`config.mk`:
```
export PLATFORM = sky130hd
export DESIGN_NAME = cpu_ctrl
export DESIGN_NICKNAME = d
export VERILOG_FILES = /design/src/ctrl_pkg.sv /design/src/isa_pkg.sv /design/src/cond_eval.sv /design/src/cpu_ctrl.sv /design/src/ctrl_sequencer.sv /design/src/ctrl_word_gen.sv /design/src/op_decoder.sv
export SDC_FILE = /design/constraint.sdc
export NUM_CORES = 1
export LEC_CHECK = 0
export BUFFER_PORTS_ARGS = -buffer_cell sky130_fd_sc_hd__buf_2
export CAP_MARGIN = 20
export CELL_PAD_IN_SITES_DETAIL_PLACEMENT = 2
export CELL_PAD_IN_SITES_GLOBAL_PLACEMENT = 2
export CORE_MARGIN = 1.5
export CORE_UTILIZATION = 32
export CTS_CLUSTER_DIAMETER = 80
export DETAILED_ROUTE_END_ITERATION = 10
export PLACE_DENSITY_LB_ADDON = 0.1
export SETUP_SLACK_MARGIN = 0.2
export SYNTH_ARGS = -nofsm -noshare
export SYNTH_HDL_FRONTEND = slang
export SYNTH_HIERARCHICAL = 1
export SYNTH_SLANG_ARGS = --single-unit
```
`constraint.sdc`:
```
create_clock -name clk -period 2.8 [get_ports clk]
set_input_delay 0.42 -clock clk [delete_from_list [all_inputs] [get_ports clk]]
set_output_delay 0.42 -clock clk [all_outputs]
set_load 0.01 [all_outputs]
```
`src/ctrl_pkg.sv`:
```
package ctrl_pkg;

	////////////////////
	// Microsteps
	////////////////////

	typedef enum logic [5:0] {
		idle,
		fetch1,
		fetch2,
		fetch3,
		fetch4,
		ldi1,
		ldi2,
		ldi3,
		ldi4,
		ldi5,
		ldr1,
		alui1,
		alui2,
		alui3,
		alui4,
		alui5,
		alui6,
		alur1,
		alur2,
		cmpi1,
		cmpi2,
		cmpi3,
		cmpi4,
		cmpi5,
		cmpi6,
		cmpr1,
		cmpr2,
		neg1,
		jmp1,
		jmp2,
		jmp3,
		jmp4,
		jmp5,
		jmp6,
		jr1,
		done
	} state_t;

	////////////////////
	// Control word
	////////////////////

	// Register file read port select
	typedef enum logic [1:0] {
		dst = 2'b00,
		src = 2'b01,
		acc = 2'b10
	} reg_sel_t;

	typedef struct packed {
		// Register loads, sampled at the clock edge
		logic ld_buf;
		logic ld_flags;
		logic ld_pc;
		logic ld_r2;
		logic ld_mar;
		logic ld_mdr;
		logic ld_ir;
		// Bus drives
		logic t_pc;
		logic t_r2;
		logic t_mar;
		logic t_mdr2x;
		logic add;
		logic trans_x;
		logic rd_reg;
		logic wr_reg;
		logic rd_mem;
		logic mdr_from_x;
		reg_sel_t sel;
	} ctrl_word_t;

endpackage

```
`src/isa_pkg.sv`:
```
package isa_pkg;

	////////////////////
	// Instruction word
	////////////////////

	typedef logic [6:0] opcode_t;

	// Plain view, opcode in the top seven bits
	typedef struct packed {
		opcode_t opcode;
		logic [8:0] operand;
	} op_view_t;

	// Branch view of the same word
	typedef struct packed {
		logic [1:0] cls;
		logic [1:0] cond_hi;
		logic spare;
		logic [1:0] cond_lo;
		logic [8:0] operand;
	} br_view_t;

	typedef union packed {
		op_view_t op;
		br_view_t br;
	} instr_t;

	////////////////////
	// Opcodes
	////////////////////

	localparam opcode_t op_ldi = 7'b0111000;
	localparam opcode_t op_ldr = 7'b0111001;
	// ALU base codes, function code sits in bits 4..3
	localparam opcode_t op_alu_imm = 7'b1000000;
	localparam opcode_t op_alu_reg = 7'b1000001;
	localparam opcode_t alu_fn_mask = 7'b0011000;
	localparam opcode_t op_cmpi = 7'b1100000;
	localparam opcode_t op_cmpr = 7'b1100001;
	localparam opcode_t op_neg = 7'b1101000;
	localparam opcode_t neg_mask = 7'b0000111;
	localparam opcode_t op_jr = 7'b0011100;
	localparam opcode_t jr_mask = 7'b0000011;

	// Conditional jumps: class 01 with the spare bit set
	localparam logic [1:0] br_class = 2'b01;

	////////////////////
	// Conditions and flags
	////////////////////

	typedef enum logic [3:0] {
		cond_al = 4'b0000,
		cond_z = 4'b0001,
		cond_nz = 4'b0010,
		cond_c = 4'b0100,
		cond_nc = 4'b0101,
		cond_v = 4'b0110,
		cond_nv = 4'b1000,
		cond_s = 4'b1001,
		cond_ns = 4'b1010
	} cond_t;

	typedef struct packed {
		logic sign;
		logic overflow;
		logic zero;
		logic carry;
	} flags_t;

endpackage

```
`src/cond_eval.sv`:
```
module cond_eval (
	input isa_pkg::instr_t ir,
	input isa_pkg::flags_t flags,
	output logic cond_ok
);

	import isa_pkg::*;

	cond_t cc;

	assign cc = cond_t'({ir.br.cond_hi, ir.br.cond_lo});

	always_comb
	begin
		case (cc)
			cond_al:
				cond_ok = 1'b1;
			cond_z:
				cond_ok = flags.zero;
			cond_nz:
				cond_ok = !flags.zero;
			cond_c:
				cond_ok = flags.carry;
			cond_nc:
				cond_ok = !flags.carry;
			cond_v:
				cond_ok = flags.overflow;
			cond_nv:
				cond_ok = !flags.overflow;
			cond_s:
				cond_ok = flags.sign;
			cond_ns:
				cond_ok = !flags.sign;
			// Meaningless codes never branch
			default:
				cond_ok = 1'b0;
		endcase
	end

endmodule

```
`src/cpu_ctrl.sv`:
```
module cpu_ctrl (
	input logic clk,
	input logic rst,
	input isa_pkg::instr_t ir,
	input isa_pkg::flags_t flags,
	input logic mfc,
	output ctrl_pkg::ctrl_word_t ctrl
);

	import ctrl_pkg::*;

	state_t entry;
	state_t state;
	logic cond_ok;

	op_decoder op_decoder_i (
		.ir (ir),
		.entry (entry)
	);

	cond_eval cond_eval_i (
		.ir (ir),
		.flags (flags),
		.cond_ok (cond_ok)
	);

	ctrl_sequencer ctrl_sequencer_i (
		.clk (clk),
		.rst (rst),
		.entry (entry),
		.cond_ok (cond_ok),
		.mfc (mfc),
		.state (state)
	);

	ctrl_word_gen ctrl_word_gen_i (
		.state (state),
		.ctrl (ctrl)
	);

endmodule

```
`src/ctrl_sequencer.sv`:
```
module ctrl_sequencer (
	input logic clk,
	input logic rst,
	input ctrl_pkg::state_t entry,
	input logic cond_ok,
	input logic mfc,
	output ctrl_pkg::state_t state
);

	import ctrl_pkg::*;

	state_t next_state;

	always_ff @(posedge clk or negedge rst)
	begin
		if (!rst)
			state <= idle;
		else
			state <= next_state;
	end

	always_comb
	begin
		next_state = state;
		case (state)
			idle: next_state = fetch1;

			////////////////////
			// Fetch
			////////////////////
			fetch1: next_state = fetch2;
			fetch2: next_state = fetch3;
			fetch3:
				if (mfc)
					next_state = fetch4;
			fetch4: next_state = entry;

			////////////////////
			// Loads and negate
			////////////////////
			ldi1: next_state = ldi2;
			ldi2: next_state = ldi3;
			ldi3:
				if (mfc)
					next_state = ldi4;
			ldi4: next_state = ldi5;
			ldi5: next_state = done;
			ldr1: next_state = done;
			neg1: next_state = done;

			////////////////////
			// ALU and compare
			////////////////////
			alui1: next_state = alui2;
			alui2: next_state = alui3;
			alui3:
				if (mfc)
					next_state = alui4;
			alui4: next_state = alui5;
			alui5: next_state = alui6;
			alui6: next_state = done;
			alur1: next_state = alur2;
			alur2: next_state = done;
			cmpi1: next_state = cmpi2;
			cmpi2: next_state = cmpi3;
			cmpi3:
				if (mfc)
					next_state = cmpi4;
			cmpi4: next_state = cmpi5;
			cmpi5: next_state = cmpi6;
			cmpi6: next_state = done;
			cmpr1: next_state = cmpr2;
			cmpr2: next_state = done;

			////////////////////
			// Jumps
			////////////////////
			jmp1: next_state = jmp2;
			jmp2: next_state = jmp3;
			jmp3:
				if (mfc)
					next_state = jmp4;
			// False condition ends the instruction here
			jmp4: next_state = cond_ok ? jmp5 : done;
			jmp5: next_state = jmp6;
			jmp6: next_state = done;
			jr1: next_state = done;

			done: next_state = idle;
			default: next_state = idle;
		endcase
	end

endmodule

```
`src/ctrl_word_gen.sv`:
```
module ctrl_word_gen (
	input ctrl_pkg::state_t state,
	output ctrl_pkg::ctrl_word_t ctrl
);

	import ctrl_pkg::*;

	always_comb
	begin
		ctrl = '0;
		ctrl.sel = dst;
		case (state)
			////////////////////
			// Fetch and operand prefix
			////////////////////

			// PC to MAR and buffer; fetch also keeps the increment in r2
			fetch1, ldi1, alui1, cmpi1, jmp1:
			begin
				ctrl.t_pc = 1'b1;
				ctrl.trans_x = 1'b1;
				ctrl.ld_mar = 1'b1;
				ctrl.ld_buf = 1'b1;
				ctrl.ld_r2 = (state == fetch1);
			end
			fetch2, ldi2, alui2, cmpi2, jmp2:
			begin
				ctrl.t_r2 = 1'b1;
				ctrl.add = 1'b1;
				ctrl.t_mar = 1'b1;
				ctrl.ld_pc = 1'b1;
			end
			// Held until mfc
			fetch3, ldi3, alui3, cmpi3, jmp3:
			begin
				ctrl.t_mar = 1'b1;
				ctrl.rd_mem = 1'b1;
			end
			fetch4:
				ctrl.ld_ir = 1'b1;
			ldi4, alui4, cmpi4, jmp4:
			begin
				ctrl.mdr_from_x = 1'b1;
				ctrl.ld_mdr = 1'b1;
			end

			////////////////////
			// Routine bodies
			////////////////////
			ldi5:
			begin
				ctrl.t_mdr2x = 1'b1;
				ctrl.trans_x = 1'b1;
				ctrl.wr_reg = 1'b1;
			end
			ldr1:
			begin
				ctrl.sel = src;
				ctrl.rd_reg = 1'b1;
				ctrl.trans_x = 1'b1;
				ctrl.wr_reg = 1'b1;
			end
			// Immediate operand into the ALU buffer
			alui5, cmpi5, jmp5:
			begin
				ctrl.t_mdr2x = 1'b1;
				ctrl.ld_buf = 1'b1;
			end
			alur1, cmpr1:
			begin
				ctrl.sel = src;
				ctrl.rd_reg = 1'b1;
				ctrl.ld_buf = 1'b1;
			end
			// Compares only touch the flags
			alui6, cmpi6, alur2, cmpr2:
			begin
				ctrl.sel = acc;
				ctrl.rd_reg = 1'b1;
				ctrl.ld_flags = 1'b1;
				ctrl.wr_reg = (state == alui6) || (state == alur2);
			end
			neg1:
			begin
				ctrl.sel = acc;
				ctrl.rd_reg = 1'b1;
				ctrl.wr_reg = 1'b1;
			end
			jmp6:
			begin
				ctrl.t_pc = 1'b1;
				ctrl.add = 1'b1;
				ctrl.ld_pc = 1'b1;
			end
			jr1:
			begin
				ctrl.sel = acc;
				ctrl.rd_reg = 1'b1;
				ctrl.trans_x = 1'b1;
				ctrl.ld_pc = 1'b1;
			end
			default:
				ctrl.sel = dst;
		endcase
	end

endmodule

```
`src/op_decoder.sv`:
```
module op_decoder (
	input isa_pkg::instr_t ir,
	output ctrl_pkg::state_t entry
);

	import isa_pkg::*;
	import ctrl_pkg::*;

	opcode_t opcode;
	logic is_jump;

	assign opcode = ir.op.opcode;

	// Branch view: nine valid condition codes, pairs of 11 are unused
	assign is_jump = (ir.br.cls == br_class) && ir.br.spare
		&& (ir.br.cond_hi != 2'b11) && (ir.br.cond_lo != 2'b11);

	always_comb
	begin
		// Unknown opcodes fall through to done
		entry = done;
		if (opcode == op_ldi)
		begin
			entry = ldi1;
		end
		else if (opcode == op_ldr)
		begin
			entry = ldr1;
		end
		else if ((opcode & ~alu_fn_mask) == op_alu_imm)
		begin
			entry = alui1;
		end
		else if ((opcode & ~alu_fn_mask) == op_alu_reg)
		begin
			entry = alur1;
		end
		else if (opcode == op_cmpi)
		begin
			entry = cmpi1;
		end
		else if (opcode == op_cmpr)
		begin
			entry = cmpr1;
		end
		else if ((opcode & ~neg_mask) == op_neg)
		begin
			entry = neg1;
		end
		else if (is_jump)
		begin
			entry = jmp1;
		end
		else if ((opcode & ~jr_mask) == op_jr)
		begin
			entry = jr1;
		end
	end

endmodule
```
## Word level (Yosys, flattened, before mapping)

Index checks and enable logic that the tools add are counted.

| storage, ports and cells | value |
|---|---|
| memories kept | 0 |
| bits in latches | 0 |
| ROM bits | 0 |
| input bits | 23 |
| flip-flop bits (word level) | 6 |
| RAM bits | 0 |

| operators by class | value |
|---|---|
| div/mod/pow operators | 0 |
| multiplexer cells | 33 |
| shift operators | 0 |
| reductions and logical operators | 28 |
| order comparisons | 0 |
| add/subtract/negate cells | 0 |
| equality and inequality tests | 58 |
| bitwise logic cells | 0 |
| multiply operators | 0 |

Operators by type and width:

| cell | count |
|---|---|
| $pmux 6 s27 | 1 |
| $eq 6x5->1 const B | 16 |
| $mux 6 | 13 |
| $eq 6x4->1 const B | 8 |
| $eq 6x3->1 const B | 4 |
| $reduce_or 10->1 | 2 |
| $eq 6x6->1 const B | 3 |
| $reduce_or 6->1 | 3 |
| $reduce_or 9->1 | 2 |
| $eq 4x4->1 const B | 4 |
| $reduce_or 5->1 | 3 |
| $eq 7x6->1 const B | 2 |
| $eq 7x7->1 const B | 2 |
| $mux 1 | 14 |
| $ne 2x2->1 const B | 7 |
| $eq 4x3->1 const B | 3 |
| $eq 6x2->1 const B | 2 |
| $reduce_or 4->1 | 3 |
| $eq 5x5->1 const B | 2 |
| $pmux 1 s9 | 1 |
| $reduce_or 8->1 | 1 |
| $reduce_or 7->1 | 1 |
| $eq 6x1->1 const B | 1 |
| $logic_not 6->1 | 1 |
| 13 further kinds | 20 |

## Longest topological paths before layout

| depth | value |
|---|---|
| word-level depth | 13 |
| gate-level depth with buffers | 8 |
| gate-level depth less buffers | 8 |

## Modules after synthesis

The synthesis kept the hierarchy.

By module, submodules not included:

| module | times used | cells each | area each (µm²) |
|---|---|---|---|
| ctrl_sequencer | 1 | 90 | 749.5 |
| ctrl_word_gen | 1 | 90 | 556.8 |
| op_decoder | 1 | 32 | 247.7 |
| cond_eval | 1 | 14 | 88.8 |

## Least setup slack after synthesis

OpenSTA, ideal clock, no wires.

| timing | value |
|---|---|
| path type | register to output |
| from | register ctrl_sequencer_i.state[0] |
| to | output ctrl[13] (netlist bit) |
| arrival time | 1.534 ns |
| required time | 2.380 ns |
| cell stages (with the launch flop) | 7 |
| slack | 0.846 ns |
| path through | dfrtp_1 buf_2 buf_2 o22ai_1 a32oi_1 nor2_1 buf_4 |

RTL lines:

| item | RTL line | RTL |
|---|---|---|
| from (decl) | ctrl_sequencer.sv:7 | `output ctrl_pkg::state_t state` |
| from (signal assigned) | ctrl_sequencer.sv:17 | `state <= idle;` |
| from (signal assigned) | ctrl_sequencer.sv:19 | `state <= next_state;` |
| to (decl) | cpu_ctrl.sv:7 | `output ctrl_pkg::ctrl_word_t ctrl` |

==> impl_results.md <==
* Vias in the first global route at 1846
* Netlist cell types at 73
* Skew final at between 0.00015 and 0.0002 ns
* F_max at ~420 MHz
* 1st-iter DRT viols at 53
* Yosys warning count at 6
* Io pins at 42
* Clock group share of total power at 6.4%
* Commonest non-fill, non-tap cells in the layout: 32 x buf_2, 18 x nand2_1, 18 x a21oi_1, 17 x nor2_1, 15 x nand2b_1
* Antenna violations before repair at 0
* Crit-path max FO at 11
* # hold bufs at CTS at 0
* Comb pwr share at 80.4%
* Slowest CP cell: dfrtp_1
* Setup TNS Final at 0 ns
* N_diodes at 0
* Critical path's largest stage delay at ~0.54 ns
* Int Pwr at about 0.9 mW
* Site Rows at 25
* Power Total at 2.027 mW
* Max_cap viols at 0
* TritonCTS clock tree: built
* # fillers at approximately 600
* # DRC at 0
* Final hold vios at 0
* Vias/cell at 5.760
* Register bit total from synthesis at 6
* Peak VDD IR at 0.0003242 V
* Area grow syn2layout at 13.02%
* Routed vias at 1826
* CP arrival at a little under 2 ns
* LEAKAGE at 0.7357 nW
* Switching Share at 55.18%
* Setup slack after layout at 0.4469 ns
* Drt total wl at between 5000 and 6000 microns
* Gr ovfl total at 0
* Worst skew pair latency at 0.22 ns
* Ys flop type: dfrtp_1
* Post-CTS Setup Bufs at 0
* Top Registers: ctrl_sequencer_i/state: 6 flops
* Synthesized area at 0.001643 sq mm
* CTS root buf: clkbuf_8
* Crit path time final at 2.353 ns
* Hpwl dp at 4167 microns
* DRT antenna net count at 0
* Largest net degree at the start of global routing at 22
* Seq/Total Area, Yosys at 9.139%
* Placement Setup Slack at 0.4102 ns
* DRT Pass-1 Iters at 4
* Cell depth of the worst flop-to-flop path at 6
* Max FFs per register at 6
* Post-Syn Instances at 226
* Die area at 0.005573 sq mm
* Initial Utilization at between 30% and 40%
* Status: completed
* Crit end category: output pin
* EDFF count, synth at 0
* Clock tree sinks at 6
* Mean routed wirelength per cell at 17.09 microns
* Clk pin slew, worst setup/hold paths at 0.04 ns
* Max-slew headroom at 67.35%
* CP required at 2.38 ns
* Hold Crit Class: in2async
* Die H at 74.65 microns
* Worst path cell trace: and2_1 -> nor4b_1 -> or3_4 -> o21bai_1 -> buf_2
* Clock buffer depth at 2
* H-tree depth at 1
* Total CTS buffers at 3
* Seq pwr share at 13.2%
* Gpl congestion at a little under 0.8
* Final period util at between 80% and 90%
* Avg Inst Size Synth at 7.269 sq um
* Syn_nets at 249
* Setup CP Type: reg2out
* Die Wd at 74.65 microns
* Core area at 0.004848 sq mm
* RSZ-0062 raised after global routing: false
* Asr flop ratio synth at 100.0%
* Worst-Margin Slew at 0.4860 ns
* P_sw at 1.118 mW
* PwrDens at 1091 mW/mm^2
* Commonest non-fill, non-tap cell in the layout: buf_2
* Nets at 275
* WHS at 0.02414 ns
* Top reg by flops: ctrl_sequencer_i/state
* Final setup vio count at 0
* Reg2reg setup slack at 0.76 ns
* Gr usage total at 20.38%
* Fin. max-slew vios at 0
* Startpoint type of the worst setup path: register
* Global-route wire length before repair at roughly 9000 microns
* Proportion of layout cells with a drive suffix above 1 at 28.40%
* Port Buf Inserts at 32
[worst paths after layout]
check | start | to
min reg2reg | ctrl_sequencer_i/state[2] | ctrl_sequencer_i/state[2]
min | rst | ctrl_sequencer_i/state[0]
max reg2reg | ctrl_sequencer_i/state[5] | ctrl_sequencer_i/state[1]
min in group clk | mfc | ctrl_sequencer_i/state[1]
max | ctrl_sequencer_i/state[3] | ctrl[7]
max in group asynchronous | rst | ctrl_sequencer_i/state[1]
[kinds of logic after synthesis]
kind of cell / share of synthesized area, %
flip-flops: 9.139
buffers and inverters: 11.04
AO/OA/AOI/OAI: 36.25
AND/OR/NAND/NOR: 37.78
XOR/XNOR: 2.133
multiplexers: 3.656
[repair_timing]
action                                  CTS  global route
resized for setup                         0             1
endpoints found under the setup margin    0             2
endpoints found under the hold margin     0             0
[layout make-up]
type	count	area, sq um	area share, %
timing repair buffer	44	250.2	13.48
multi-input combinational	192	1311	70.62
tap	67	83.83	4.515
inverter	5	18.77	1.011
clock buffer	3	41.29	2.224
sequential	6	151.4	8.154
[critical path, delay by kind of cell, from the launching register on]
| kind | cells | cell delay, ns |
|---|---|---|
| and+or+nand+nor | 3 | 0.92 |
| DFF | 1 | 0.54 |
| buffers and inverters | 1 | 0.15 |
| AOI/OAI and AO/OA | 1 | 0.10 |
[stage by stage]
step	util (%)	instances	instance area (sq um)
global placement	37.42	314	1814
finish	38.30	317	1857
floorplan	-	226	1643
detailed placement	37.42	314	1814
global route	38.30	317	1857
CTS	38.27	317	1856
[power groups by stage]
stage / registers, mW / clock network, mW / logic [mW]
after floorplan: 0.200 / 0 / 1.26
after detailed placement: 0.267 / 0 / 1.64
after CTS: 0.266 / 0.134 / 1.64
after global routing: 0.281 / 0.137 / 1.80
final: 0.268 / 0.130 / 1.63
after global placement: 0.261 / 0 / 1.60
[layer usage]
layer	part of all wire [%]	vias up	global-route usage, %	wire length, microns
met5	0	-	0	0
met3	1.9	4	2.142	105
met1	49	898	27.91	2678
met2	48	20	35.42	2605
met4	0.48	0	3.030	26
li1	-	904	-	-
[Yosys cell counts (3+ instances only)]
master / count / area (sq um)
o21ai_1: 4 / 20.02
buf_6: 6 / 67.56
o21ai_0: 6 / 30.03
xnor2_1: 3 / 26.28
nand2b_1: 15 / 93.84
o22ai_1: 5 / 31.28
dfrtp_1: 6 / 150.1
mux2i_1: 6 / 60.06
nor3_1: 12 / 60.06
nand3b_1: 4 / 30.03
nor2_1: 17 / 63.81
a21oi_1: 18 / 90.09
buf_2: 10 / 50.05
a31oi_1: 3 / 18.77
nand2_1: 18 / 67.56
nand3_1: 3 / 15.01
nor4_1: 5 / 31.28
nor2b_1: 6 / 37.54
a211oi_1: 4 / 30.03
inv_1: 4 / 15.01
buf_4: 5 / 37.54
Power figures use the tool's default switching activity.
